`config.mk`:
```
export PLATFORM = sky130hd
export DESIGN_NAME = branch_event_decode
export DESIGN_NICKNAME = d
export VERILOG_FILES = /design/src/hdl/bp_pkg.sv /design/src/hdl/branch_event_decode.sv
export SDC_FILE = /design/constraint.sdc
export NUM_CORES = 1
export LEC_CHECK = 0
export ABC_AREA = 1
export BUFFER_PORTS_ARGS = -buffer_cell sky130_fd_sc_hd__buf_2
export CORE_MARGIN = 2
export CORE_UTILIZATION = 40
export DETAILED_ROUTE_END_ITERATION = 7
export PLACE_DENSITY = 0.55
export SYNTH_ARGS = -nofsm -noshare
export SYNTH_HDL_FRONTEND = slang
export SYNTH_SLANG_ARGS = --single-unit
```
`constraint.sdc`:
```
create_clock -name clk -period 3 [get_ports clk]
set_clock_uncertainty 0.15 [all_clocks]
set_input_delay 0.3 -clock clk [delete_from_list [all_inputs] [get_ports clk]]
set_output_delay 0.3 -clock clk [all_outputs]
set_load 0.01 [all_outputs]
```
`src/hdl/bp_pkg.sv`:
```
// shared widths and encodings for the fetch-stage branch predictor, referenced by scoped name
`default_nettype none

package bp_pkg;

    // table geometry, index is pc[10:3]
    localparam int pc_index_width = 8;
    localparam int btb_depth      = 1 << pc_index_width;

    // fall-through step for one 8-byte fetch packet
    localparam logic [31:0] fetch_step = 32'd8;

    // predecode branch type, bit 0 set means unconditional
    localparam logic [1:0] btype_none     = 2'b00;
    localparam logic [1:0] btype_uncond   = 2'b01;
    localparam logic [1:0] btype_rel      = 2'b10;
    localparam logic [1:0] btype_indirect = 2'b11;

    // 2-bit counter states, bit 0 clear predicts taken
    localparam logic [1:0] ctr_strong_taken = 2'b00;
    localparam logic [1:0] ctr_strong_not   = 2'b01;
    localparam logic [1:0] ctr_weak_taken   = 2'b10;
    localparam logic [1:0] ctr_weak_not     = 2'b11;

    localparam logic [1:0] ctr_reset = ctr_weak_taken;

    // chooser strategies
    localparam logic [1:0] sel_idle = 2'b00; // static not taken
    localparam logic [1:0] sel_easy = 2'b01;
    localparam logic [1:0] sel_hard = 2'b10;

endpackage

`default_nettype wire

```
`src/hdl/branch_event_decode.sv`:
```
// slices table indexes, qualifies btb write/clear and tracks slots ending in an unconditional branch
`timescale 1ns/1ps
`default_nettype none

module branch_event_decode (
    input  wire                                 clk,
    input  wire                                 rstn,
    input  wire                                 if0_allowin,
    input  wire [1:0]                           inst_btype,
    input  wire                                 inst_bpos,
    input  wire [31:0]                          fetch_pc,
    input  wire [31:0]                          fact_pc,
    input  wire                                 fact_valid,
    input  wire                                 fact_taken,
    input  wire                                 predict_add_fail,
    output logic [bp_pkg::pc_index_width-1:0]   fetch_index,
    output logic                                tgt_write,
    output logic [bp_pkg::pc_index_width-1:0]   fact_index,
    output logic                                tgt_clear,
    output logic                                uncond_hit
);

    logic [bp_pkg::btb_depth-1:0] uncond_rec; // one bit per packet slot
    logic                         uncond_now;
    logic                         uncond_set;

    assign fetch_index = fetch_pc[bp_pkg::pc_index_width+2:3];
    assign fact_index  = fact_pc[bp_pkg::pc_index_width+2:3];

    // only a taken branch with a wrong target installs a new one
    assign tgt_write = fact_valid & fact_taken & predict_add_fail;

    // predecode says no branch here, so any stored entry is stale
    assign tgt_clear = if0_allowin & (inst_btype == bp_pkg::btype_none);

    assign uncond_now = inst_bpos & inst_btype[0];
    assign uncond_set = if0_allowin & uncond_now;

    // current predecode counts even before the record is written
    assign uncond_hit = uncond_rec[fetch_index] | uncond_now;

    always_ff @(posedge clk or negedge rstn) begin
        if (!rstn) begin
            uncond_rec <= '0;
        end else begin
            if (uncond_set) begin
                uncond_rec[fetch_index] <= 1'b1;
            end else if (tgt_clear) begin
                uncond_rec[fetch_index] <= 1'b0;
            end
        end
    end

endmodule

`default_nettype wire

```
== Yosys cells after proc, flatten, opt, wreduce, memory -nomap -nowiden ==
Cells that the tools add are included.

* Input port bits: 73
* Logic and storage cells: 21
* Flip-flop bits (word level): 256

* Magnitude comparators: 2
* Bitwise operators: 9
* Reductions and logical operators: 3
* Multiplexer cells: 6

{| class="wikitable"
|+ Operator list
! operator !! number
|-
| $mux 256 || 2
|-
| $and 256x256->256 || 1
|-
| $not 256->256 || 1
|-
| $or 256x256->256 || 1
|-
| $lt 8x9->1 const B || 1
|-
| $bmux 1 s8 || 1
|-
| $demux 1 s8 || 1
|-
| $ge 8x1->1 const B || 1
|-
| $and 1x1->1 || 5
|-
| $logic_not 2->1 || 1
|-
| $mux 1 || 2
|-
| $reduce_bool 2->1 || 1
|-
| $logic_and 1x1->1 || 1
|-
| $or 1x1->1 || 1
|}

== Logic depth before layout (Yosys ltp) ==
* Word-level depth: 8
* Gate-level depth with buffers: 16
* Gate-level depth less buffers: 13

== Least setup slack after synthesis ==
OpenSTA, ideal clock, no wires.

* Path kind: input-to-output
* Start point: in fetch_pc[4]
* End point: out uncond_hit
* Stages: 13
* Required time: 2.550 ns
* Buffers on the path: 2
* Setup slack: 1.045 ns
* Arrival time: 1.505 ns
* Cells stage by stage: buf_4 -> nor2_2 -> buf_2 -> nand2_1 -> nand3_1 -> nand2_1 -> nand2_1 -> nor2_1 -> nor2_1 -> nor2_1 -> nand3_1 -> nor2_1 -> nand2_1

* Word-level cells in the longest chain between the ends: 3

{| class="wikitable"
|+ RTL lines
! item !! line !! RTL
|-
| start, declared || branch_event_decode.sv:11 || <nowiki>input wire [31:0] fetch_pc,</nowiki>
|-
| $bmux 1 s8 || branch_event_decode.sv:40 || <nowiki>assign uncond_hit = uncond_rec[fetch_index] | uncond_now;</nowiki>
|-
| $mux 1 (not written as such) || branch_event_decode.sv:40 ||
|-
| $or 1x1->1 || branch_event_decode.sv:40 ||
|-
| end, declared || branch_event_decode.sv:20 || <nowiki>output logic uncond_hit</nowiki>
|}

Every way passes these cells. The select of a mux whose other input is x is not followed.

== Worst setup path in the final report ==
* Start point: in fetch_pc[3]
* End point: out uncond_hit

The elaborated chain is that of the path after synthesis.

==> flow_summary.toml <==
[status]
status = "finished clean"

[clock_tree]
worstSkewPairLatency_ns = 0.55
cts_tree = "done"
clkTransAtPathRegs_ns = 0.06
h-tree-depth = 1
clock_sinks = 256
ctsRootBufferMaster = "clkbuf_16"
cts_made_buffers = 31
cts_max_path_buffers = 3

[yosys]
ys_types = 25
yosysWarnings = 0
ys_top_cells_by_area = "dfrtp_1 47%, nand2_1 24%, nand3_1 9.0%"
syn_inst = 1905
yosysTopAreaCell = "dfrtp_1"
synth_top_area_frac = 0.467
synth-edff-count = 0
synthTopCellsByCount = "866 x nand2_1, 256 x dfrtp_1, 247 x nand3_1"
syn_area_um2 = 13700
syn_avg_cell_area_um2 = 7.20
async_flop_share = 1.00
ys.flop_type = "dfrtp_1"
synth_nets = 1978
ys_seq_elements = 256
synth.most_common_cell = "nand2_1"
seq_area_frac_synth = 0.467

[worst_setup_path]
path_buf_inv = 4
critical_path.max_fanout = 19
worstPathArrival_ns = 2.28
critPathLaunchType = "input port"
crit_required_ns = 2.55
critical_path.cell_chain = "buf_4 > inv_4 > nor2_8 > buf_4 > nand2_1 > nand3_1 > nand2_1 > nand2_1 > o21ai_0 > nand2_1 > nor2_1 > nor2_1 > nor2_1 > nand2_1 > buf_2"
cp_top_family = "buffers and inverters"
criticalPathCategory = "in -> out"
slowest_delay_ns = 0.32
crit_top_cell = "nand2_1"
critPathSlowestCell = "o21ai_0"
end_kind = "output pin"

[global_routing]
grt_use_met2 = 0.379
grtUsageTotal = 0.243
grt.busiest_layer = "met2"
grt_pass1_wl_um = 68700
overflow = 0
grt_use_met1 = 0.358
grt_max_degree = 257
met3_usage = 0.0317
grt_pass1_vias = 11800
antenna_found_initial = 0

[drt]
dr.pass1.iters = 5
drc_errors = 0
vias = 12600
postRouteAntennaNets = 0
drt_iter0_markers = 1306
routed_wirelength_um = 43200
avgViaCountPerCell = 5.34
post_drt_wl_per_cell_um = 18.3

[floorplan]
die_w_um = 189
io_pins = 92
die_h_um = 189
start_util = 0.408
core_um2 = 33600
dieArea_um2 = 35800
rows = 67

[place]
dpl.cell_count = 2309
port_buffers = 27
routabilityCongestion = 0.864
pre_cts_ws_ns = 0.340
hpwlAfterDp_um = 25300

[power_and_ir_drop]
total_power_w = 0.00812
vdd_ir_drop_max_mv = 0.403
power_density_nw_per_um2 = 528
power_leakage_nw = 7.16

[finish]
fin_nets = 1968
drive_gt1_frac = 0.0960
areaGrowthSynthToFinish_pct = 12.2
layout.cells.non_filler = 2365
num_antenna_cells = 0

[sta]
fin_crit_sh = 0.909
final-setup-viol-count = 0
rsz0062_at_grt = "no"
relSlewSlack = 0.199
final.min_clock_period_ns = 2.73
maxSlewViolCount = 0
fin_setup_tns_ns = 0
fmax_ghz = 0.367
fin_ws_ns = 0.272
tightestPinTransition_ns = 1.20
hold_viol_final = 0
whs_ns = 0.200

[flow_run]
maxCapViolCount = 0

[min_path]
holdCritPathClass = "in -> async"
## cell usage in the layout, fill, tap and decap left out, types with 18 or more instances in the layout
cell and instances:
nor2_1 38, o21ai_0 212, nand2_1 865, nand3_1 247
dfrtp_1 256, inv_1 34, o21ai_1 38, clkbuf_16 31
nor2_2 18, buf_2 25, buf_4 59
## final cells by class
cell class                      instances  area [µm²]
Clock buffer                           41         883
Inverter                               44         168
Sequential cell                       256        6410
Tap cell                              448         561
Fill cell                            3355       18200
Multi-Input combinational cell       1462        6300
Clock inverter                         14         198
Timing Repair Buffer                  100         873
## logic make-up (layout without fill, tap and decap cells)
group                  after synthesis  count (layout)  share of synthesized area
buffers and inverters              187             199                     0.0737
AND/OR/NAND/NOR                   1177            1177                      0.352
flip-flops                         256             256                      0.467
AO/OA/AOI/OAI                      285             285                      0.107
## layer usage
| metal | up-vias | wire length [µm] |
|---|---|---|
| li1 | 6128 | - |
| met3 | 63 | 2940 |
| met1 | 6018 | 20100 |
| met4 | 0 | 947 |
| met2 | 431 | 19200 |
| met5 | - | 0 |
## power by group
| group | switching, W | internal, W | total (W) |
|---|---|---|---|
| Sequential | 0.0000194 | 0.00349 | 0.00351 |
| Clock | 0.00151 | 0.00247 | 0.00398 |
| Combinational | 0.000486 | 0.000142 | 0.000628 |
| Total | 0.00201 | 0.00610 | 0.00812 |
## metrics by stage
| stage | cell area (µm²) | utilization |
|---|---|---|
| after CTS | 15400 | 0.458 |
| after global placement | 14300 | 0.425 |
| after floorplan | 13700 | - |
| after detailed placement | 14300 | 0.425 |
| after global routing | 15400 | 0.458 |
| final | 15400 | 0.458 |
## worst paths after layout
path                       slack, ns          start         end  depth (start not counted)
max                             0.27    fetch_pc[3]  uncond_hit                         15
max in group asynchronous       1.57           rstn   async pin                          3
min in group clk                0.22  inst_btype[1]    register                          5
max reg2reg                     2.12       register    register                          2
min                             0.20           rstn   async pin                          2
min reg2reg                     0.33       register    register                          2
## what timing repair did
item,CTS,global route
buffers inserted,0,0
hold buffers,1,0
gates resized for setup,0,0
hold endpoints to repair,66,0
Note: power is estimated with default switching activity, not from simulation.
