==> src/hdl/bp_pkg.sv <==
// shared widths and encodings for the fetch-stage branch predictor, referenced by scoped name
`default_nettype none

package bp_pkg;

    // table geometry, index is pc[10:3]
    localparam int pc_index_width = 8;
    localparam int btb_depth      = 1 << pc_index_width;

    // fall-through step for one 8-byte fetch packet
    localparam logic [31:0] fetch_step = 32'd8;

    // predecode branch type, bit 0 set means unconditional
    localparam logic [1:0] btype_none     = 2'b00;
    localparam logic [1:0] btype_uncond   = 2'b01;
    localparam logic [1:0] btype_rel      = 2'b10;
    localparam logic [1:0] btype_indirect = 2'b11;

    // 2-bit counter states, bit 0 clear predicts taken
    localparam logic [1:0] ctr_strong_taken = 2'b00;
    localparam logic [1:0] ctr_strong_not   = 2'b01;
    localparam logic [1:0] ctr_weak_taken   = 2'b10;
    localparam logic [1:0] ctr_weak_not     = 2'b11;

    localparam logic [1:0] ctr_reset = ctr_weak_taken;

    // chooser strategies
    localparam logic [1:0] sel_idle = 2'b00; // static not taken
    localparam logic [1:0] sel_easy = 2'b01;
    localparam logic [1:0] sel_hard = 2'b10;

endpackage

`default_nettype wire

==> src/hdl/direction_predictor.sv <==
// global taken/not-taken predictor choosing between two 2-bit counters by a miss score
`timescale 1ns/1ps
`default_nettype none

module direction_predictor (
    input  wire  clk,
    input  wire  rstn,
    input  wire  fact_valid,
    input  wire  fact_taken,
    input  wire  predict_dir_fail,
    output logic dir_taken
);

    logic [1:0] easy_ctr;
    logic [1:0] easy_nxt;
    logic [1:0] hard_ctr;
    logic [1:0] hard_nxt;
    logic [1:0] score;
    logic [1:0] score_nxt;
    logic [1:0] sel;
    logic [1:0] sel_nxt;

    // easy flips prediction on a single miss
    always_comb begin
        if (fact_taken) begin
            easy_nxt = easy_ctr[0] ? bp_pkg::ctr_weak_taken : bp_pkg::ctr_strong_taken;
        end else begin
            easy_nxt = easy_ctr[0] ? bp_pkg::ctr_strong_not : bp_pkg::ctr_weak_not;
        end
    end

    // hard needs two misses from a strong state
    always_comb begin
        case (hard_ctr)
            bp_pkg::ctr_strong_taken:
                hard_nxt = fact_taken ? bp_pkg::ctr_strong_taken : bp_pkg::ctr_weak_taken;
            bp_pkg::ctr_weak_taken:
                hard_nxt = fact_taken ? bp_pkg::ctr_strong_taken : bp_pkg::ctr_weak_not;
            bp_pkg::ctr_strong_not:
                hard_nxt = fact_taken ? bp_pkg::ctr_weak_not : bp_pkg::ctr_strong_not;
            default:
                hard_nxt = fact_taken ? bp_pkg::ctr_weak_taken : bp_pkg::ctr_strong_not;
        endcase
    end

    always_comb begin
        case (score)
            2'b00:   score_nxt = predict_dir_fail ? 2'b01 : 2'b00;
            2'b01:   score_nxt = predict_dir_fail ? 2'b10 : 2'b00;
            2'b10:   score_nxt = predict_dir_fail ? 2'b01 : 2'b11;
            default: score_nxt = predict_dir_fail ? 2'b10 : 2'b11;
        endcase
    end

    assign sel_nxt = score[1] ? bp_pkg::sel_easy : bp_pkg::sel_hard; // from old score

    always_ff @(posedge clk or negedge rstn) begin
        if (!rstn) begin
            easy_ctr <= bp_pkg::ctr_reset;
            hard_ctr <= bp_pkg::ctr_reset;
            score    <= 2'b00;
            sel      <= bp_pkg::sel_idle;
        end else if (fact_valid) begin
            easy_ctr <= easy_nxt;
            hard_ctr <= hard_nxt;
            score    <= score_nxt;
            sel      <= sel_nxt;
        end
    end

    always_comb begin
        case (sel)
            bp_pkg::sel_easy: dir_taken = ~easy_ctr[0];
            bp_pkg::sel_hard: dir_taken = ~hard_ctr[0];
            default:          dir_taken = 1'b0; // idle
        endcase
    end

endmodule

`default_nettype wire

==> config.mk <==
export PLATFORM = sky130hd
export DESIGN_NAME = direction_predictor
export DESIGN_NICKNAME = d
export VERILOG_FILES = /design/src/hdl/bp_pkg.sv /design/src/hdl/direction_predictor.sv
export SDC_FILE = /design/constraint.sdc
export NUM_CORES = 1
export LEC_CHECK = 0
export BUFFER_PORTS_ARGS = -buffer_cell sky130_fd_sc_hd__buf_2
export CORE_AREA = 2 2 39 41
export CTS_CLUSTER_DIAMETER = 120
export CTS_CLUSTER_SIZE = 10
export DETAILED_ROUTE_END_ITERATION = 6
export DIE_AREA = 0 0 41 43
export PLACE_DENSITY_LB_ADDON = 0.1
export SLEW_MARGIN = 20
export SYNTH_ARGS = -nofsm -noshare
export SYNTH_HDL_FRONTEND = slang
export SYNTH_SLANG_ARGS = --single-unit
export TNS_END_PERCENT = 1
==> constraint.sdc <==
create_clock -name clk -period 1.4 [get_ports clk]
set_clock_uncertainty 0.15 [all_clocks]
set_input_delay 0.21 -clock clk [delete_from_list [all_inputs] [get_ports clk]]
set_output_delay 0.21 -clock clk [all_outputs]
set_load 0.005 [all_outputs]
# == Word-level counts from Yosys, hierarchy flattened ==
# Index checks and enable logic that the tools add are counted.
# classes
n_eq_ne,6
mux,13
bitwise,2
n_reduce_logical,2
# ops
operator,n
$mux W2,7
$pmux W2 S3,2
$eq A2 B1 Y1 const B,3
$eq A2 B2 Y1 const B,3
$logic_not A2 Y1,2
$mux W1,3
$not A1 Y1,2
$pmux W1 S2,1
# word_totals
reg_bits,7
input_bits,5
output_inout_bits,1
word_cells,27

# == Logic depth before layout (Yosys ltp) ==
# logic_depth
ltp_word,2
mapped_depth,4
mapped_depth_nobuf,4

# == Least setup slack after synthesis ==
# Ideal clock, no wire load.
# synth_path
path_kind,register -> output
from,reg sel[0]
to,out dir_taken
t_arrival_ps,781
required_ps,1040
slack_ps,259
path_stages_with_launch,4
path_buffers,0
cell_sequence,dfrtp_1 > inv_1 > ha_1 > a21oi_1
# synth_via
elab_chain_cells,2
word_cells_on_any_way,3
cone_classes,eq/ne: 2; mux: 1
# synth_rtl
element,line,source
from (decl),direction_predictor.sv:20,logic [1:0] sel;
from (signal assigned),direction_predictor.sv:62,sel <= bp_pkg::sel_idle;
from (signal assigned),direction_predictor.sv:67,sel <= sel_nxt;
$eq A2 B2 Y1 or $eq A2 B1 Y1 (tied branches),direction_predictor.sv:72,case (sel)
$pmux W1 S2 *,direction_predictor.sv:72,
to (decl),direction_predictor.sv:11,output logic dir_taken
# Mark *: on every way between the ends. The rest lies on a longest branch, timed or not.

# == Final worst setup path ==
# layout_path
from,reg sel[1]
to,out dir_taken
# Same word-level chain as after synthesis.

==> summary.md <==
| Metric | Value |
|---|---|
| Status | `complete, but fails checks` |
| Failing checks | `setup timing` |
| Endpoints failing hold | `0` |
| Gr ovfl total | `0` |
| Antenna violations before repair | `0` |
| Max Slew Vio Count | `0` |
| Max-cap violations | `0` |
| Mapped Avg Cell Area | `11.3 µm²` |
| Overall die height | `43 µm` |
| Clock Path Buffers | `2` |
| CP delay by family, top | `flip-flops` |
| Antenna cell count | `0` |
| Comb pwr share | `25.7%` |
| Cts bufs inserted | `3` |
| CP Data Arrival Time | `1150 ps` |
| Largest net degree at the start of global routing | `10` |
| Vias in the first global route | `248` |
| H-Tree Depth | `1` |
| Crit share post-route | `108%` |
| # IOs | `6` |
| Die area | `1760 µm²` |
| Yosys Warn Count | `0` |
| First-pass GRT wire length | `1040 µm` |
| Net Sw Power | `193 µW` |
| Commonest non-fill, non-tap cells in the layout | `6 x dfrtp_1, 5 x buf_2, 4 x nand2b_1, 3 x mux2i_1, 3 x clkbuf_4` |
| DRT Pass-1 Iters | `2` |
| Setup CP Type | `reg -> out` |
| Critical path cell sequence | `inv_2 -> ha_1 -> nand2b_1 -> a21oi_1 -> buf_2` |
| Detailed Route Iter0 Violations | `1` |
| Clk root buf | `clkbuf_4` |
| Final core utilization | `31.4%` |
| Fmax | `661 MHz` |
| CTS Sinks | `7` |
| Register bit total from synthesis | `7` |
| Crit Path Max Fanout | `2` |
| # setup viols final | `1` |
| Minimum clock period | `1510 ps` |
| Overall Global Routing Usage | `9.42%` |
| Fill cells | `147` |
| Avg WL per Cell | `10.2 µm` |
| Final nets | `48` |
| Least-Margin Pin Slew | `188 ps` |
| CP startpoint kind | `register` |
| Share of post-route cells with drive strength above 1 | `37.5%` |
| Routed WL | `573 µm` |
| Worst-path clk slew | `50 ps` |
| Clock share of power | `26.5%` |
| Leakage power | `0.210 nW` |
| RSZ-0062 raised after global routing | `yes` |
| CTS tree | `yes` |
| Post-Syn Area | `352 µm²` |
| Max incr delay on CP | `410 ps` |
| Buffers added on ports | `5` |
| Seq pwr share | `47.8%` |
| Crit path launch | `sel[1]` |
| Hold crit path type | `in -> reg` |
| Detailed-route via count | `233` |
| Initial Util | `25.4%` |
| Clk Latency, worst-skew pair | `250 ps` |
| Commonest non-fill, non-tap cell in the layout | `dfrtp_1` |
| CP Buf/Inv Count | `2` |
| Max_slew headroom | `87.5%` |
| Worst Hold Launch | `fact_taken` |
| Layout area overhead | `23.5%` |
| Final instance area | `434 µm²` |
| Gpl congestion | `0.644` |
| FP Rows | `14` |
| Setup ws final | `-114 ps` |
| Synth cell types | `16` |
| Core area | `1380 µm²` |
| Die W | `41 µm` |
| Sw frac | `28.4%` |
| Sequential share of the synthesized area | `50.2%` |
| Final Power | `679 µW` |
| DRC violations left | `0` |
| VDD IR max | `0.540 mV` |
| Detailed Place HPWL | `450 µm` |
| Syn Nets | `38` |
| Placed Area | `385 µm²` |
| Mapped Cells | `31` |
| CP endpoint kind | `output pin` |
| Dpl ws | `139 ps` |
| Post-route ant nets | `0` |
| Required time worst endpoint | `1040 ps` |
| Min Hold Slack | `37.5 ps` |
| PD cells | `1560 nW/µm²` |
| Power Internal | `486 µW` |
| Number of vias per cell | `4.16` |
| Slowest-stage cell, CP | `dfrtp_1` |
stage by stage:
| stage | setup TNS [ps] | instances |
|---|---|---|
| floorplan | 0 | 31 |
| global placement | 0 | 51 |
| detailed placement | 0 | 51 |
| CTS | -139 | 56 |
| global route | -168 | 56 |
| finish | -114 | 56 |
cell families (layout without fill, tap and decap cells):
logic type	after synthesis	after routing	share of synthesized area, %
AOI/OAI and AO/OA	3	3	4.62
xor gates and xnor gates	1	1	2.49
adders and majority gates	2	2	7.12
buffers and inverters	5	14	7.47
DFF	7	7	50.2
muxes	5	5	16.0
and+or+nand+nor	8	8	12.1
final cells by class:
cell class | count | area, µm² | area share, %
sequential | 7 | 176 | 40.6
multi-input combinational | 19 | 161 | 37.2
timing repair buffer | 6 | 35.0 | 8.07
clock buffer | 4 | 26.3 | 6.05
tap | 16 | 20.0 | 4.61
inverter | 4 | 15.0 | 3.46
Yosys cell counts (all sizes together):
cell / n / area share [%]
nor2: 1 / 1.1
a21oi: 1 / 1.4
buf: 1 / 3.2
xnor2: 1 / 2.5
dfstp: 1 / 7.5
a31oi: 1 / 1.8
dfrtp: 6 / 43
mux2: 2 / 7.5
nand2b: 4 / 7.1
nand2: 3 / 3.9
ha: 2 / 7.1
inv: 4 / 4.3
mux2i: 3 / 8.5
o21ai: 1 / 1.4
power by group through the flow:
stage	combinational, mW	sequential (mW)	clock (mW)
after CTS	0.165	0.320	0.191
after floorplan	0.126	0.310	0
after global placement	0.154	0.318	0
after global routing	0.206	0.338	0.207
after detailed placement	0.160	0.323	0
final	0.175	0.324	0.180
layer usage:
metal	share of wire [%]	global-route usage, %	vias up	wire, µm
met2	46	11.3	5	266
li1	-	-	117	-
met4	1.0	10.0	0	6
met1	47	11.9	109	271
met5	0	0	-	0
met3	4.9	3.14	2	28
repair_timing:
| item | in CTS | in global routing |
|---|---|---|
| setup endpoints to repair | 1 | 1 |
| endpoints found under the hold margin | 7 | 0 |
| gates resized for setup | 0 | 3 |
| gates cloned | 0 | 0 |
| pin swaps | 1 | 1 |
| hold buffers | 1 | 0 |
| buffers inserted | 0 | 0 |
path summary, 6_finish.rpt:
check	endpoint	slack, ps	cells past startpoint
worst min register to register	easy_ctr[0]	370	2
worst min-delay path	register	40	2
worst max-delay path	dir_taken	-110	5
max in group asynchronous	hard_ctr[1]	690	2
min in group asynchronous	asynchronous set/reset pin	180	2
worst max register to register	hard_ctr[1]	390	2
No activity file was read; power rests on OpenSTA's default activity.
