[src/hdl/bp_pkg.sv]
// shared widths and encodings for the fetch-stage branch predictor, referenced by scoped name
`default_nettype none

package bp_pkg;

    // table geometry, index is pc[10:3]
    localparam int pc_index_width = 8;
    localparam int btb_depth      = 1 << pc_index_width;

    // fall-through step for one 8-byte fetch packet
    localparam logic [31:0] fetch_step = 32'd8;

    // predecode branch type, bit 0 set means unconditional
    localparam logic [1:0] btype_none     = 2'b00;
    localparam logic [1:0] btype_uncond   = 2'b01;
    localparam logic [1:0] btype_rel      = 2'b10;
    localparam logic [1:0] btype_indirect = 2'b11;

    // 2-bit counter states, bit 0 clear predicts taken
    localparam logic [1:0] ctr_strong_taken = 2'b00;
    localparam logic [1:0] ctr_strong_not   = 2'b01;
    localparam logic [1:0] ctr_weak_taken   = 2'b10;
    localparam logic [1:0] ctr_weak_not     = 2'b11;

    localparam logic [1:0] ctr_reset = ctr_weak_taken;

    // chooser strategies
    localparam logic [1:0] sel_idle = 2'b00; // static not taken
    localparam logic [1:0] sel_easy = 2'b01;
    localparam logic [1:0] sel_hard = 2'b10;

endpackage

`default_nettype wire

[src/hdl/prediction_output.sv]
// forms next fetch address and taken bit, registered for IF1 and held while fetch stalls
`timescale 1ns/1ps
`default_nettype none

module prediction_output (
    input  wire         clk,
    input  wire         rstn,
    input  wire         if0_allowin,
    input  wire  [31:0] fetch_pc,
    input  wire         tgt_valid,
    input  wire  [31:0] tgt_pc,
    input  wire         uncond_hit,
    input  wire         dir_taken,
    output logic [31:0] pred_pc,
    output logic        pred_taken
);

    logic [31:0] fall_pc;
    logic [31:0] next_pc;
    logic        next_taken;

    assign fall_pc = fetch_pc + bp_pkg::fetch_step;

    // no target, no taken prediction
    assign next_taken = tgt_valid & (uncond_hit | dir_taken);
    assign next_pc    = tgt_valid ? tgt_pc : fall_pc;

    always_ff @(posedge clk or negedge rstn) begin
        if (!rstn) begin
            pred_pc    <= 32'd0;
            pred_taken <= 1'b0;
        end else if (if0_allowin) begin
            pred_pc    <= next_pc;
            pred_taken <= next_taken;
        end
    end

endmodule

`default_nettype wire

[config.mk]
export PLATFORM = sky130hd
export DESIGN_NAME = prediction_output
export DESIGN_NICKNAME = d
export VERILOG_FILES = /design/src/hdl/bp_pkg.sv /design/src/hdl/prediction_output.sv
export SDC_FILE = /design/constraint.sdc
export NUM_CORES = 1
export LEC_CHECK = 0
export ABC_CLOCK_PERIOD_IN_PS = 1150
export BUFFER_PORTS_ARGS = -buffer_cell sky130_fd_sc_hd__buf_2
export CAP_MARGIN = 40
export CORE_ASPECT_RATIO = 1.5
export CORE_MARGIN = 10
export CORE_UTILIZATION = 45
export CTS_CLUSTER_SIZE = 30
export DETAILED_ROUTE_END_ITERATION = 12
export GPL_ROUTABILITY_DRIVEN = 0
export GPL_TIMING_DRIVEN = 1
export PLACE_DENSITY = 0.79
export SYNTH_ARGS = -nofsm -noshare
export SYNTH_HDL_FRONTEND = slang
export SYNTH_SLANG_ARGS = --single-unit
[constraint.sdc]
create_clock -name clk -period 1.15 [get_ports clk]
set_clock_uncertainty 0.2 [all_clocks]
set_input_delay 0.115 -clock clk [delete_from_list [all_inputs] [get_ports clk]]
set_output_delay 0.115 -clock clk [all_outputs]
set_load 0.1 [all_outputs]
==> summary.txt, run 1 <==
STA
  – Worst EP Category: register input
  – Post-GRT worst EP: pred_pc[19]$_DFFE_PN0P_/D

Run status
  – Failed at: global routing (5_1_grt)
  – Outcome: aborted with a tool error
  – Err: [ERROR DPL-0033] detailed placement checks failed during check placement.

Clock network
  – Clock sinks: 33
  – Clk buf depth: 2
  – Root Driver: clkbuf_8
  – CTS Buf Count: 5
  – Max H-tree Level: 2

Logic synthesis
  – Synth Register Bits: 33
  – Post-Syn Area per Cell: 8.55 um2
  – Main synth FF type: dfrtp_1
  – Seq/Total Area, Yosys: 0.397
  – Yosys top cell area share: 0.397
  – Synth async-reset ratio: 1.00
  – EDFF count, synth: 0
  – Yosys top cell by area: dfrtp_1
  – Yosys cell types: 30
  – Mapped Cells: 243
  – Syn. warnings: 0
  – Net Count, Synth: 314
  – Top cells by area, synth: dfrtp_1 40%, xor2_1 7.2%, o21ai_0 7.0%, nand2_1 5.6%, nand3_1 4.6%
  – Mapped Area: 2080 um2

Die
  – Die height: 103 um
  – Starting Density: 0.461
  – Die Wd: 75.5 um
  – Rows: 30
  – # IOs: 103

GRT
  – Pin count of the biggest net entering global routing: 32
  – Initial antenna violation count: 0

Place
  – Buffers added on ports: 102
  – HPWL after detailed placement: 6040 um
==> cells in the mapped netlist (2+ instances only) <==
master and count:
inv_1 16, nand4_1 6, nor4_4 2, a21o_1 2, nand2_1 31, o221ai_1 5
o21ai_1 4, nand4_4 2, and3_1 5, nor2_1 15, xor2_1 17, dfrtp_1 33
mux2i_1 4, o22ai_1 7, buf_2 2, nor4_1 2, and4_1 5, a21oi_1 8
o21ai_0 29, xnor2_1 8, clkbuf_1 10, nand3_1 19, mux2_2 4
==> repair_timing <==
item,4_1_cts
hold endpoints to repair,65
cloned,1
setup buffers,1
resized for setup,42
hold buffers,41
pin swaps,19
endpoints found under the setup margin,55
==> per-stage QoR <==
stage	utilization	instance area, um2	cells	hold WS [ps]	setup WS (ps)
CTS	0.932	4200	469	-29.2	-138
detailed placement	0.785	3540	419	-161	-460
global placement	0.785	3540	419	-173	-415
floorplan	-	2180	243	-381	-255
==> cells by family after synthesis <==
group | Yosys count | share of synthesized area
AND/OR/NAND/NOR | 89 | 0.235
AO/OA/AOI/OAI | 57 | 0.156
flip-flops | 33 | 0.397
buffers and inverters | 30 | 0.0590
XOR/XNOR | 25 | 0.105
multiplexers | 8 | 0.0409
adder cells (fa/ha/maj) | 1 | 0.00602
==> run 2: changes to the inputs <==
Settings changed: CORE_ASPECT_RATIO 1.5 to unset, CORE_UTILIZATION 45 to 30, CTS_CLUSTER_SIZE 30 to unset, PLACE_DENSITY 0.79 to unset, PLACE_DENSITY_LB_ADDON set to 0.15.
==> summary.txt, run 2 <==
STA
  – Slew @ Worst Pin: 308 ps
  – Relative slew slack: 0.793
  – Final setup fails: 52
  – Fin. Hold Viols: 1
  – Final worst setup slack: -145 ps
  – Fmax achieved: 0.772 GHz
  – Slew Limit Fails: 0
  – Final worst-path cycle share: 1.13
  – Minimum hold slack: -19.6 ps
  – Final min period: 1300 ps
  – RSZ-0062 raised after global routing: true
  – Setup TNS Final: -3110 ps

Logic synthesis
  – Mapped Cells: 243 (unchanged)
  – Synth async-reset ratio: 1.00 (unchanged)
  – Yosys cell types: 30 (unchanged)
  – Yosys top cell by area: dfrtp_1
  – Main synth FF type: dfrtp_1
  – Top cells by area, synth: dfrtp_1 40%, xor2_1 7.2%, o21ai_0 7.0%, nand2_1 5.6%, nand3_1 4.6%
  – Post-Syn Area per Cell: 8.55 um2 (unchanged)
  – Synth Register Bits: 33 (unchanged)
  – Synth top cells by count: 33 x dfrtp_1, 31 x nand2_1, 29 x o21ai_0, 19 x nand3_1, 17 x xor2_1
  – EDFF count, synth: 0 (unchanged)
  – Seq/Total Area, Yosys: 0.397 (unchanged)
  – Yosys top cell area share: 0.397 (unchanged)
  – Syn. warnings: 0 (unchanged)
  – Net Count, Synth: 314 (unchanged)
  – Mapped Area: 2080 um2 (unchanged)
  – Count leader, synth: dfrtp_1

Place
  – Pre-CTS setup slack: -522 ps (-62.7 ps)
  – Buffers added on ports: 102 (unchanged)
  – HPWL after detailed placement: 5870 um (-2.8%)

Critical path
  – Crit-path max cell delay: 400 ps
  – RR Endpoint: pred_pc[19]$_DFFE_PN0P_
  – WP data required: 1110 ps
  – CP Max Fanout: 4
  – Crit path launch type: input port
  – RR Startpoint: pred_pc[19]$_DFFE_PN0P_
  – Crit path DAT: 1260 ps
  – R2r setup slk: 10 ps
  – CP Launch Point: fetch_pc[10]
  – Crit-path cells: buf_8 -> nand4_4 -> nor4_4 -> xnor2_1 -> o21ai_1 -> mux2_4
  – Critical path class: input port to register
  – Crit. End Element: register
  – Worst Reg-to-Reg Cells: 2
  – Slowest CP cell: nor4_4

Worst hold path
  – HP Class: input port to register
  – Hold wc startpoint: tgt_pc[5]
  – Hold path endpoint: pred_pc[5]$_DFFE_PN0P_
  – Worst Hold Depth: 4

Die
  – # IOs: 103 (unchanged)
  – Starting Density: 0.308 (-0.154)
  – Rows: 30 (unchanged)
  – Core Area: 6760 um2
  – Die height: 103 um (unchanged)
  – Die area: 10700 um2
  – Die Wd: 103 um (+37%)

Routing
  – DRT Pass-1 Iters: 4
  – Final WL: 7990 um
  – Iter 0 DRT Violations: 61
  – ANT nets after route: 0
  – Drt drc: 0
  – DR vias: 2383
  – WL per Instance: 15.8 um
  – Via/cell ratio: 4.71

Finish
  – Post-layout nets: 497
  – Commonest non-fill, non-tap cell in the layout: buf_2
  – Area growth syn-to-layout: 109%
  – Largest register FFs: 32
  – Reg with most FFs: pred_pc
  – Most frequent cells in the layout: 62 x buf_2, 41 x buf_4, 37 x dlygate4sd3_1, 37 x buf_12, 29 x nand2_1
  – Layout cells sized above 1: 0.535
  – Diode count: 0
  – Top flop regs: pred_pc x32, pred_taken x1
  – Final Util: 0.642

GRT
  – Global-route usage over all layers: 0.155
  – First-pass GRT wire length: 13100 um
  – Vias in the first global route: 2634
  – Pin count of the biggest net entering global routing: 34
  – GRT overflow: 0
  – Initial antenna violation count: 0

Power
  – Leakage power: 1.95 nW
  – Worst VDD drop: 0.000655 V
  – Final Power: 4.71 mW
  – PwrDens: 1080 nW/um2

Clock network
  – CTS Buf Count: 5 (unchanged)
  – Clk buf depth: 2 (unchanged)
  – Worst skew pair latency: 280 ps
  – Max H-tree Level: 2 (unchanged)
  – TritonCTS clock tree: done
  – Clock sinks: 33 (unchanged)
  – Clk slew on worst S/H paths: 70 ps
  – Root Driver: clkbuf_8

Run status
  – Failing checks: hold timing, setup timing
  – Outcome: finished, violations left

Run
  – Max capacitance violation total: 0
## run 2: cell counts after synthesis
Identical to the previous run, type by type.
## run 2: report_power, final
| part | switching, mW | internal [mW] |
|---|---|---|
| Clock | 0.420 | 0.473 |
| Combinational | 1.40 | 0.946 |
| Sequential | 0.140 | 1.33 |
| Total | 1.96 | 2.75 |
## run 2: cell type report
type	count	area [um2]
fill	556	2420
clock inverter	1	7.51
sequential	33	887
clock buffer	6	82.6
timing repair buffer	190	1890
multi-input combinational	180	1320
tap	80	100
inverter	16	60.1
## run 2: per-stage QoR
step / instance area [um2] / std cells
finish: 4340 / 506
global route: 4340 / 506
CTS: 4230 / 504
detailed placement: 3600 / 456
global placement: 3600 / 456
floorplan: 2180 / 243
## run 2: kinds of logic after synthesis
logic type | after synthesis | share of synthesized area
DFF | 33 | 0.397
and+or+nand+nor | 89 | 0.235
xor gates and xnor gates | 25 | 0.105
adders and majority gates | 1 | 0.00602
AOI/OAI and AO/OA | 57 | 0.156
muxes | 8 | 0.0409
buffers and inverters | 30 | 0.0590
## run 2: critical path: cells and delay by family
kind,cells,cell delay [ps]
xor+xnor,1,160
mux,1,250
buf+inv,1,80
simple gates,2,570
compound gates,1,70
## run 2: per-layer routing
| layer | GRT usage | share of wire | vias up |
|---|---|---|---|
| li1 | - | - | 1215 |
| met1 | 0.176 | 0.42 | 1094 |
| met2 | 0.269 | 0.49 | 69 |
| met3 | 0.0598 | 0.083 | 5 |
| met4 | 0.0321 | 0.0065 | 0 |
| met5 | 0 | 0 | - |
## run 2: worst max-delay path by stage
stage                              endpoint
detailed placement  pred_pc[31]$_DFFE_PN0P_
finish              pred_pc[19]$_DFFE_PN0P_
CTS                             pred_pc[11]
global route        pred_pc[18]$_DFFE_PN0P_
global placement    pred_pc[19]$_DFFE_PN0P_
floorplan           pred_pc[19]$_DFFE_PN0P_
## run 2: timing repair
item / in CTS / in global routing
resized for setup: 35 / 19
endpoints found under the setup margin: 57 / 58
hold endpoints to repair: 62 / 0
pin swaps: 18 / 23
buffers inserted: 3 / 2
hold buffers: 38 / 0
Power figures use the tool's default switching activity.
==> run 3: changes to the inputs <==
Settings changed: CORE_ASPECT_RATIO set to 1.75.
==> summary.txt, run 3 (same netlist as run 2, synthesis figures left out) <==
STA
  – Fmax achieved: 0.770 GHz (-0.22%)
  – RSZ-0062 raised after global routing: true
  – Slew @ Worst Pin: 332 ps (+23.7 ps)
  – Setup TNS Final: -2790 ps (+318 ps)
  – Final worst setup slack: -148 ps (-2.88 ps)
  – Final setup fails: 53 (+1.9%)
  – Slew Limit Fails: 0 (unchanged)
  – Minimum hold slack: -26.1 ps (-6.47 ps)
  – Final min period: 1300 ps (+2.88 ps)
  – Relative slew slack: 0.777 (-0.0159)
  – Fin. Hold Viols: 5 (+4)
  – Final worst-path cycle share: 1.13 (+0.00251)

Critical path
  – Slowest CP cell: nor4_4
  – RR Endpoint: pred_pc[6]$_DFFE_PN0P_
  – Critical path class: input port to register
  – Crit path DAT: 1260 ps (about the same)
  – CP Max Fanout: 6 (+2)
  – Crit path max-delay family: simple AND/OR/NAND/NOR gates
  – WP data required: 1110 ps (about the same)
  – Crit path launch type: input port
  – Worst Reg-to-Reg Cells: 1 (-1)
  – RR Startpoint: pred_pc[6]$_DFFE_PN0P_
  – Crit-path cells: buf_8 -> nand4_4 -> nor4_4 -> xnor2_1 -> o21ai_1 -> mux2_4
  – CP Launch Point: fetch_pc[9]
  – Crit-path max cell delay: 420 ps (+20 ps)
  – R2r setup slk: 80 ps (+70 ps)
  – WP buf/inv: 1 (unchanged)
  – Crit. End Element: register

Routing
  – Via/cell ratio: 4.71 (unchanged)
  – DR vias: 2383 (unchanged)
  – Final WL: 8190 um (+2.5%)
  – Iter 0 DRT Violations: 70 (+15%)
  – WL per Instance: 16.2 um (+2.5%)
  – ANT nets after route: 0 (unchanged)
  – DRT Pass-1 Iters: 4 (unchanged)
  – Drt drc: 0 (unchanged)

Place
  – Placed Instances: 454 (-0.44%)
  – Buffers added on ports: 102 (unchanged)
  – HPWL after detailed placement: 6190 um (+5.5%)

Finish
  – Register area: 887 um2 (unchanged)
  – Largest register FFs: 32 (unchanged)
  – Diode count: 0 (unchanged)
  – Area growth syn-to-layout: 108%
  – Commonest non-fill, non-tap cell in the layout: buf_2
  – Most frequent cells in the layout: 58 x buf_2, 40 x buf_4, 40 x dlygate4sd3_1
  – Layout cells sized above 1: 0.519 (-0.0163)
  – Fin cells: 506 (unchanged)
  – Final Util: 0.636 (-0.00601)
  – Post-layout nets: 492 (-1.0%)
  – Reg with most FFs: pred_pc
  – Footprint of the multi-input gates: 1270 um2 (-3.0%)
  – Fill count: 575 (+3.4%)
  – Top flop regs: pred_pc x32, pred_taken x1

Run status
  – Failing checks: hold timing, setup timing
  – Outcome: finished, violations left

Worst hold path
  – Hold path endpoint: pred_pc[13]$_DFFE_PN0P_
  – HP Class: input port to register
  – Hold wc startpoint: fetch_pc[13]
  – Worst Hold Depth: 3 (-1)

GRT
  – Global-route usage over all layers: 0.151 (-0.00383)
  – Pin count of the biggest net entering global routing: 34 (unchanged)
  – GRT overflow: 0 (unchanged)
  – First-pass GRT wire length: 13200 um (+1.1%)
  – Vias in the first global route: 2684 (+1.9%)
  – Initial antenna violation count: 0 (unchanged)

Die
  – Rows: 40 (+33%)
  – # IOs: 103 (unchanged)
  – Core Area: 6810 um2 (+0.74%)
  – Die height: 130 um (+26%)
  – Die Wd: 82.9 um (-20%)
  – Die area: 10800 um2 (+1.2%)
  – Starting Density: 0.305 (-0.00226)

Power
  – Worst VDD drop: 0.00113 V (+73%)
  – PwrDens: 1180 nW/um2 (+8.6%)
  – Leakage power: 1.92 nW (-1.6%)

Clock network
  – TritonCTS clock tree: done
  – Post-CTS Hold Buffers: 40 (+5.3%)
  – Worst skew pair latency: 280 ps (about the same)
  – CTS Buf Count: 5 (unchanged)
  – Max H-tree Level: 2 (unchanged)
  – Clk slew on worst S/H paths: 50 ps (-20 ps)
  – Root Driver: clkbuf_16
  – Clk buf depth: 2 (unchanged)
  – Clock sinks: 33 (unchanged)

Run
  – Max capacitance violation total: 0 (unchanged)
## run 3: area by class of cell
cell class	instances	area share
well taps	84	0.0243
inverters	16	0.0139
repair buffers	185	0.431
multi-input cells	180	0.294
clock buffers	8	0.0315
flip-flops and latches	33	0.205
## run 3: metal layers
| metal | up-vias | routed length [um] | track usage |
|---|---|---|---|
| li1 | 1206 | - | - |
| met1 | 1111 | 2880 | 0.142 |
| met5 | - | 0 | 0 |
| met2 | 57 | 4690 | 0.291 |
| met3 | 9 | 464 | 0.0512 |
| met4 | 0 | 153 | 0.0594 |
## run 3: worst max-delay path by stage
stage	cells after the start	slack, ps	endpoint
6_report	6	-150	pred_pc[19]$_DFFE_PN0P_
5_1_grt	6	-210	pred_pc[19]$_DFFE_PN0P_
4_1_cts	6	-130	pred_pc[19]$_DFFE_PN0P_
3_5_place_dp	6	-520	pred_pc[19]$_DFFE_PN0P_
3_3_place_gp	6	-470	pred_pc[19]$_DFFE_PN0P_
2_1_floorplan	5	-250	pred_pc[19]$_DFFE_PN0P_
## run 3: power by group
group	internal (mW)	leakage [nW]	switching, mW
Clock	0.805	0.0652	0.487
Combinational	0.947	1.50	1.39
Sequential	1.33	0.354	0.140
## run 3: timing repair
action / in CTS / in global routing
resized for setup: 31 / 21
setup buffers: 1 / 2
pin swaps: 17 / 11
cloned: 1 / 0
setup endpoints to repair: 57 / 58
hold endpoints to repair: 66 / 1
## run 3: through the flow
step / power (mW) / setup slack (ps) / hold slack [ps] / area, um2
after floorplan: 2.66 / -255 / -381 / 2180
after global placement: 3.66 / -471 / -107 / 3570
after detailed placement: 3.68 / -519 / -98.3 / 3570
after CTS: 5.13 / -133 / -23.8 / 4230
after global routing: 5.32 / -210 / -8.81 / 4330
final: 5.10 / -148 / -26.1 / 4330
==> run 4: changes to the inputs <==
Settings changed: ABC_AREA set to 1, BUFFER_PORTS_ARGS -buffer_cell sky130_fd_sc_hd__buf_2 to unset, DONT_BUFFER_PORTS set to 1, GPL_ROUTABILITY_DRIVEN 0 to unset.
==> summary.txt, run 4 <==
Logic synthesis
  – Count leader, synth: nand2_1
  – Net Count, Synth: 433 (+38%)
  – Mapped Area: 2310 um2 (+11%)
  – Synth async-reset ratio: 1.00 (unchanged)
  – Post-Syn Area per Cell: 6.37 um2 (-25%)
  – Synth top cells by count: 139 x nand2_1, 50 x nand3_1, 39 x nor2_1, 34 x inv_1, 33 x dfrtp_1
  – Seq/Total Area, Yosys: 0.358 (-0.0394)
  – Top cells by area, synth: dfrtp_1 36%, nand2_1 23%, nand3_1 11%, nor2_1 6.3%, inv_1 5.5%
  – Syn. warnings: 0 (unchanged)
  – EDFF count, synth: 0 (unchanged)
  – Main synth FF type: dfrtp_1
  – Yosys cell types: 28 (-6.7%)
  – Yosys top cell area share: 0.358 (-0.0394)
  – Synth Register Bits: 33 (unchanged)
  – Yosys top cell by area: dfrtp_1
  – Mapped Cells: 362 (+49%)

STA
  – Slew Limit Fails: 0 (unchanged)
  – Final worst setup slack: -117 ps (+30.5 ps)
  – Minimum hold slack: -234 ps (-208 ps)
  – Slew @ Worst Pin: 488 ps (+156 ps)
  – Fin. Hold Viols: 22 (+17)
  – Relative slew slack: 0.675 (-0.102)
  – Final min period: 1270 ps (-30.5 ps)
  – RSZ-0062 raised after global routing: true
  – Fmax achieved: 0.789 GHz (+2.4%)
  – Final worst-path cycle share: 1.10 (-0.0265)
  – Final setup fails: 33 (-38%)

GRT
  – GRT overflow: 0 (unchanged)
  – Vias in the first global route: 2844 (+6.0%)
  – Global-route usage over all layers: 0.167 (+0.0160)
  – Initial antenna violation count: 0 (unchanged)
  – Pin count of the biggest net entering global routing: 34 (unchanged)
  – First-pass GRT wire length: 15300 um (+16%)

Power
  – Leakage power: 1.88 nW (-1.8%)
  – Comb power frac: 0.438 (-0.020)
  – PwrDens: 1220 nW/um2 (+3.8%)
  – Worst VDD drop: 0.000671 V (-41%)
  – Register share of total power: 0.299 (+0.010)
  – Clock Power Share: 0.264 (+0.011)
  – Int Power: 2.95 mW (-4.4%)
  – Psw: 2.01 mW (-0.33%)
  – Switching part of the total: 0.405 (+0.0100)

Routing
  – WL per Instance: 17.0 um (+5.1%)
  – Iter 0 DRT Violations: 101 (+44%)
  – Drt drc: 0 (unchanged)
  – DR vias: 2728 (+14%)
  – DRT Pass-1 Iters: 4 (unchanged)
  – ANT nets after route: 0 (unchanged)
  – Met3 WL: 783 um (+69%)
  – Final WL: 9560 um (+17%)
  – Via/cell ratio: 4.85 (+3.1%)
  – Top sig layer: met4
  – Metal-1 WL: 3310 um (+15%)
  – WL met2: 5220 um (+11%)

Critical path
  – Crit path launch type: register
  – WP buf/inv: 1 (unchanged)
  – Critical path class: register to primary output
  – Crit. End Element: primary output
  – Crit-path cells: buf_12
  – Crit-path max cell delay: 490 ps (+70 ps)
  – CP Max Fanout: 2 (-4)
  – Slowest CP cell: dfrtp_4
  – WP data required: 830 ps (-280 ps)
  – Crit path DAT: 950 ps (-310 ps)
  – Crit path max-delay family: flip-flops

Run status
  – Failing checks: hold timing, setup timing
  – Outcome: finished, violations left

Finish
  – Fill count: 723 (+26%)
  – Reg with most FFs: pred_pc
  – Commonest non-fill, non-tap cell in the layout: nand2_1
  – Layout cells sized above 1: 0.274 (-0.245)
  – Largest register FFs: 32 (unchanged)
  – Area growth syn-to-layout: 75.9%
  – Cell area after layout: 4060 um2 (-6.3%)
  – Final Util: 0.540 (-0.0964)
  – Diode count: 0 (unchanged)
  – Most frequent cells in the layout: 138 x nand2_1, 49 x dlygate4sd3_1, 48 x nand3_1
  – Top flop regs: pred_pc x32, pred_taken x1
  – Post-layout nets: 544 (+11%)

Place
  – HPWL after detailed placement: 7120 um (+15%)
  – Buffers added on ports: 0 (-100%)
  – Placed instance area: 3250 um2 (-9.2%)
  – RD Place Congestion: 0.887

Clock network
  – Worst skew pair latency: 280 ps (about the same)
  – Clk buf depth: 2 (unchanged)
  – Clock sinks: 33 (unchanged)
  – Post-CTS Hold Buffers: 52 (+30%)
  – CTS Buf Count: 5 (unchanged)
  – Root Driver: clkbuf_16
  – Max H-tree Level: 2 (unchanged)
  – TritonCTS clock tree: done
  – Clk slew on worst S/H paths: 50 ps (about the same)

Die
  – Die area: 11700 um2 (+8.8%)
  – Rows: 42 (+5.0%)
  – Starting Density: 0.307 (+0.00170)
  – Core Area: 7510 um2 (+10%)
  – Die Wd: 86.3 um (+4.1%)
  – Die height: 136 um (+4.5%)
  – # IOs: 103 (unchanged)

Run
  – Max capacitance violation total: 0 (unchanged)

Worst hold path
  – HP Class: input port to register
[run 4: cell types whose count changed after synthesis, sizes merged, moves of 5 or more]
cell	change
xnor2	-7
o21bai	+6
xor2	-17
and4	-5
inv	+21
nand4	-8
nand2	+111
and3	-5
nor2	+31
clkbuf	-7
o21ai	-21
nand3	+31
[run 4: power groups by stage]
stage | clock, mW | sequential (mW) | combinational (mW)
2_1_floorplan | 0 | 2.39 | 0.340
3_3_place_gp | 0 | 1.48 | 1.89
3_5_place_dp | 0 | 1.48 | 1.90
4_1_cts | 1.36 | 1.48 | 2.17
5_1_grt | 1.38 | 1.50 | 2.28
6_report | 1.31 | 1.48 | 2.17
[run 4: logic make-up (layout without fill, tap and decap cells)]
group	after synthesis	after routing	synth area share
buffers and inverters	48	160	0.0868
AO/OA/AOI/OAI	33	33	0.0884
XOR/XNOR	1	1	0.00380
adder cells (fa/ha/maj)	1	1	0.00542
AND/OR/NAND/NOR	246	246	0.458
flip-flops	33	33	0.358
[run 4: metal layers]
layer	global-route usage	up-vias
met5	0	-
met4	0.0678	0
met3	0.0605	12
met2	0.305	81
met1	0.164	1262
li1	-	1373
[run 4: worst paths after layout]
| path | startpoint | cells after the start | slack, ps | endpoint |
|---|---|---|---|---|
| max | pred_pc[16]$_DFFE_PN0P_ | 1 | -120 | pred_pc[16] |
| min | fetch_pc[3] | 1 | -230 | pred_pc[3]$_DFFE_PN0P_ |
| max reg2reg | pred_pc[18]$_DFFE_PN0P_ | 3 | 0 | pred_pc[18]$_DFFE_PN0P_ |
| min reg2reg | pred_pc[27]$_DFFE_PN0P_ | 2 | 320 | pred_pc[27]$_DFFE_PN0P_ |
| max in group asynchronous | rstn | 2 | 460 | pred_pc[12]$_DFFE_PN0P_ |
| min in group asynchronous | rstn | 2 | 80 | pred_pc[26]$_DFFE_PN0P_ |
[run 4: final cells by class]
type | count | area (um2) | area share
clock buffers | 6 | 129 | 0.0318
clock inverters | 2 | 10.0 | 0.00247
inverters | 37 | 139 | 0.0342
multi-input cells | 281 | 1360 | 0.335
flip-flops and latches | 33 | 890 | 0.219
well taps | 88 | 110 | 0.0271
repair buffers | 115 | 1420 | 0.350
[run 4: repair_timing]
item | CTS | global route
pin swaps | 0 | 1
setup endpoints to repair | 34 | 51
hold endpoints to repair | 66 | 22
buffers inserted | 0 | 1
gates resized for setup | 23 | 13
[run 4: through the flow]
step                TNS (ps)  worst slack (ps)  power (mW)  cells
finish                 -2020              -117        4.96    562
global route           -2840              -133        5.16    562
CTS                    -2650              -129        5.00    561
detailed placement     -3780              -345        3.38    501
global placement       -3490              -339        3.37    501
floorplan               -993              -120        2.73    362
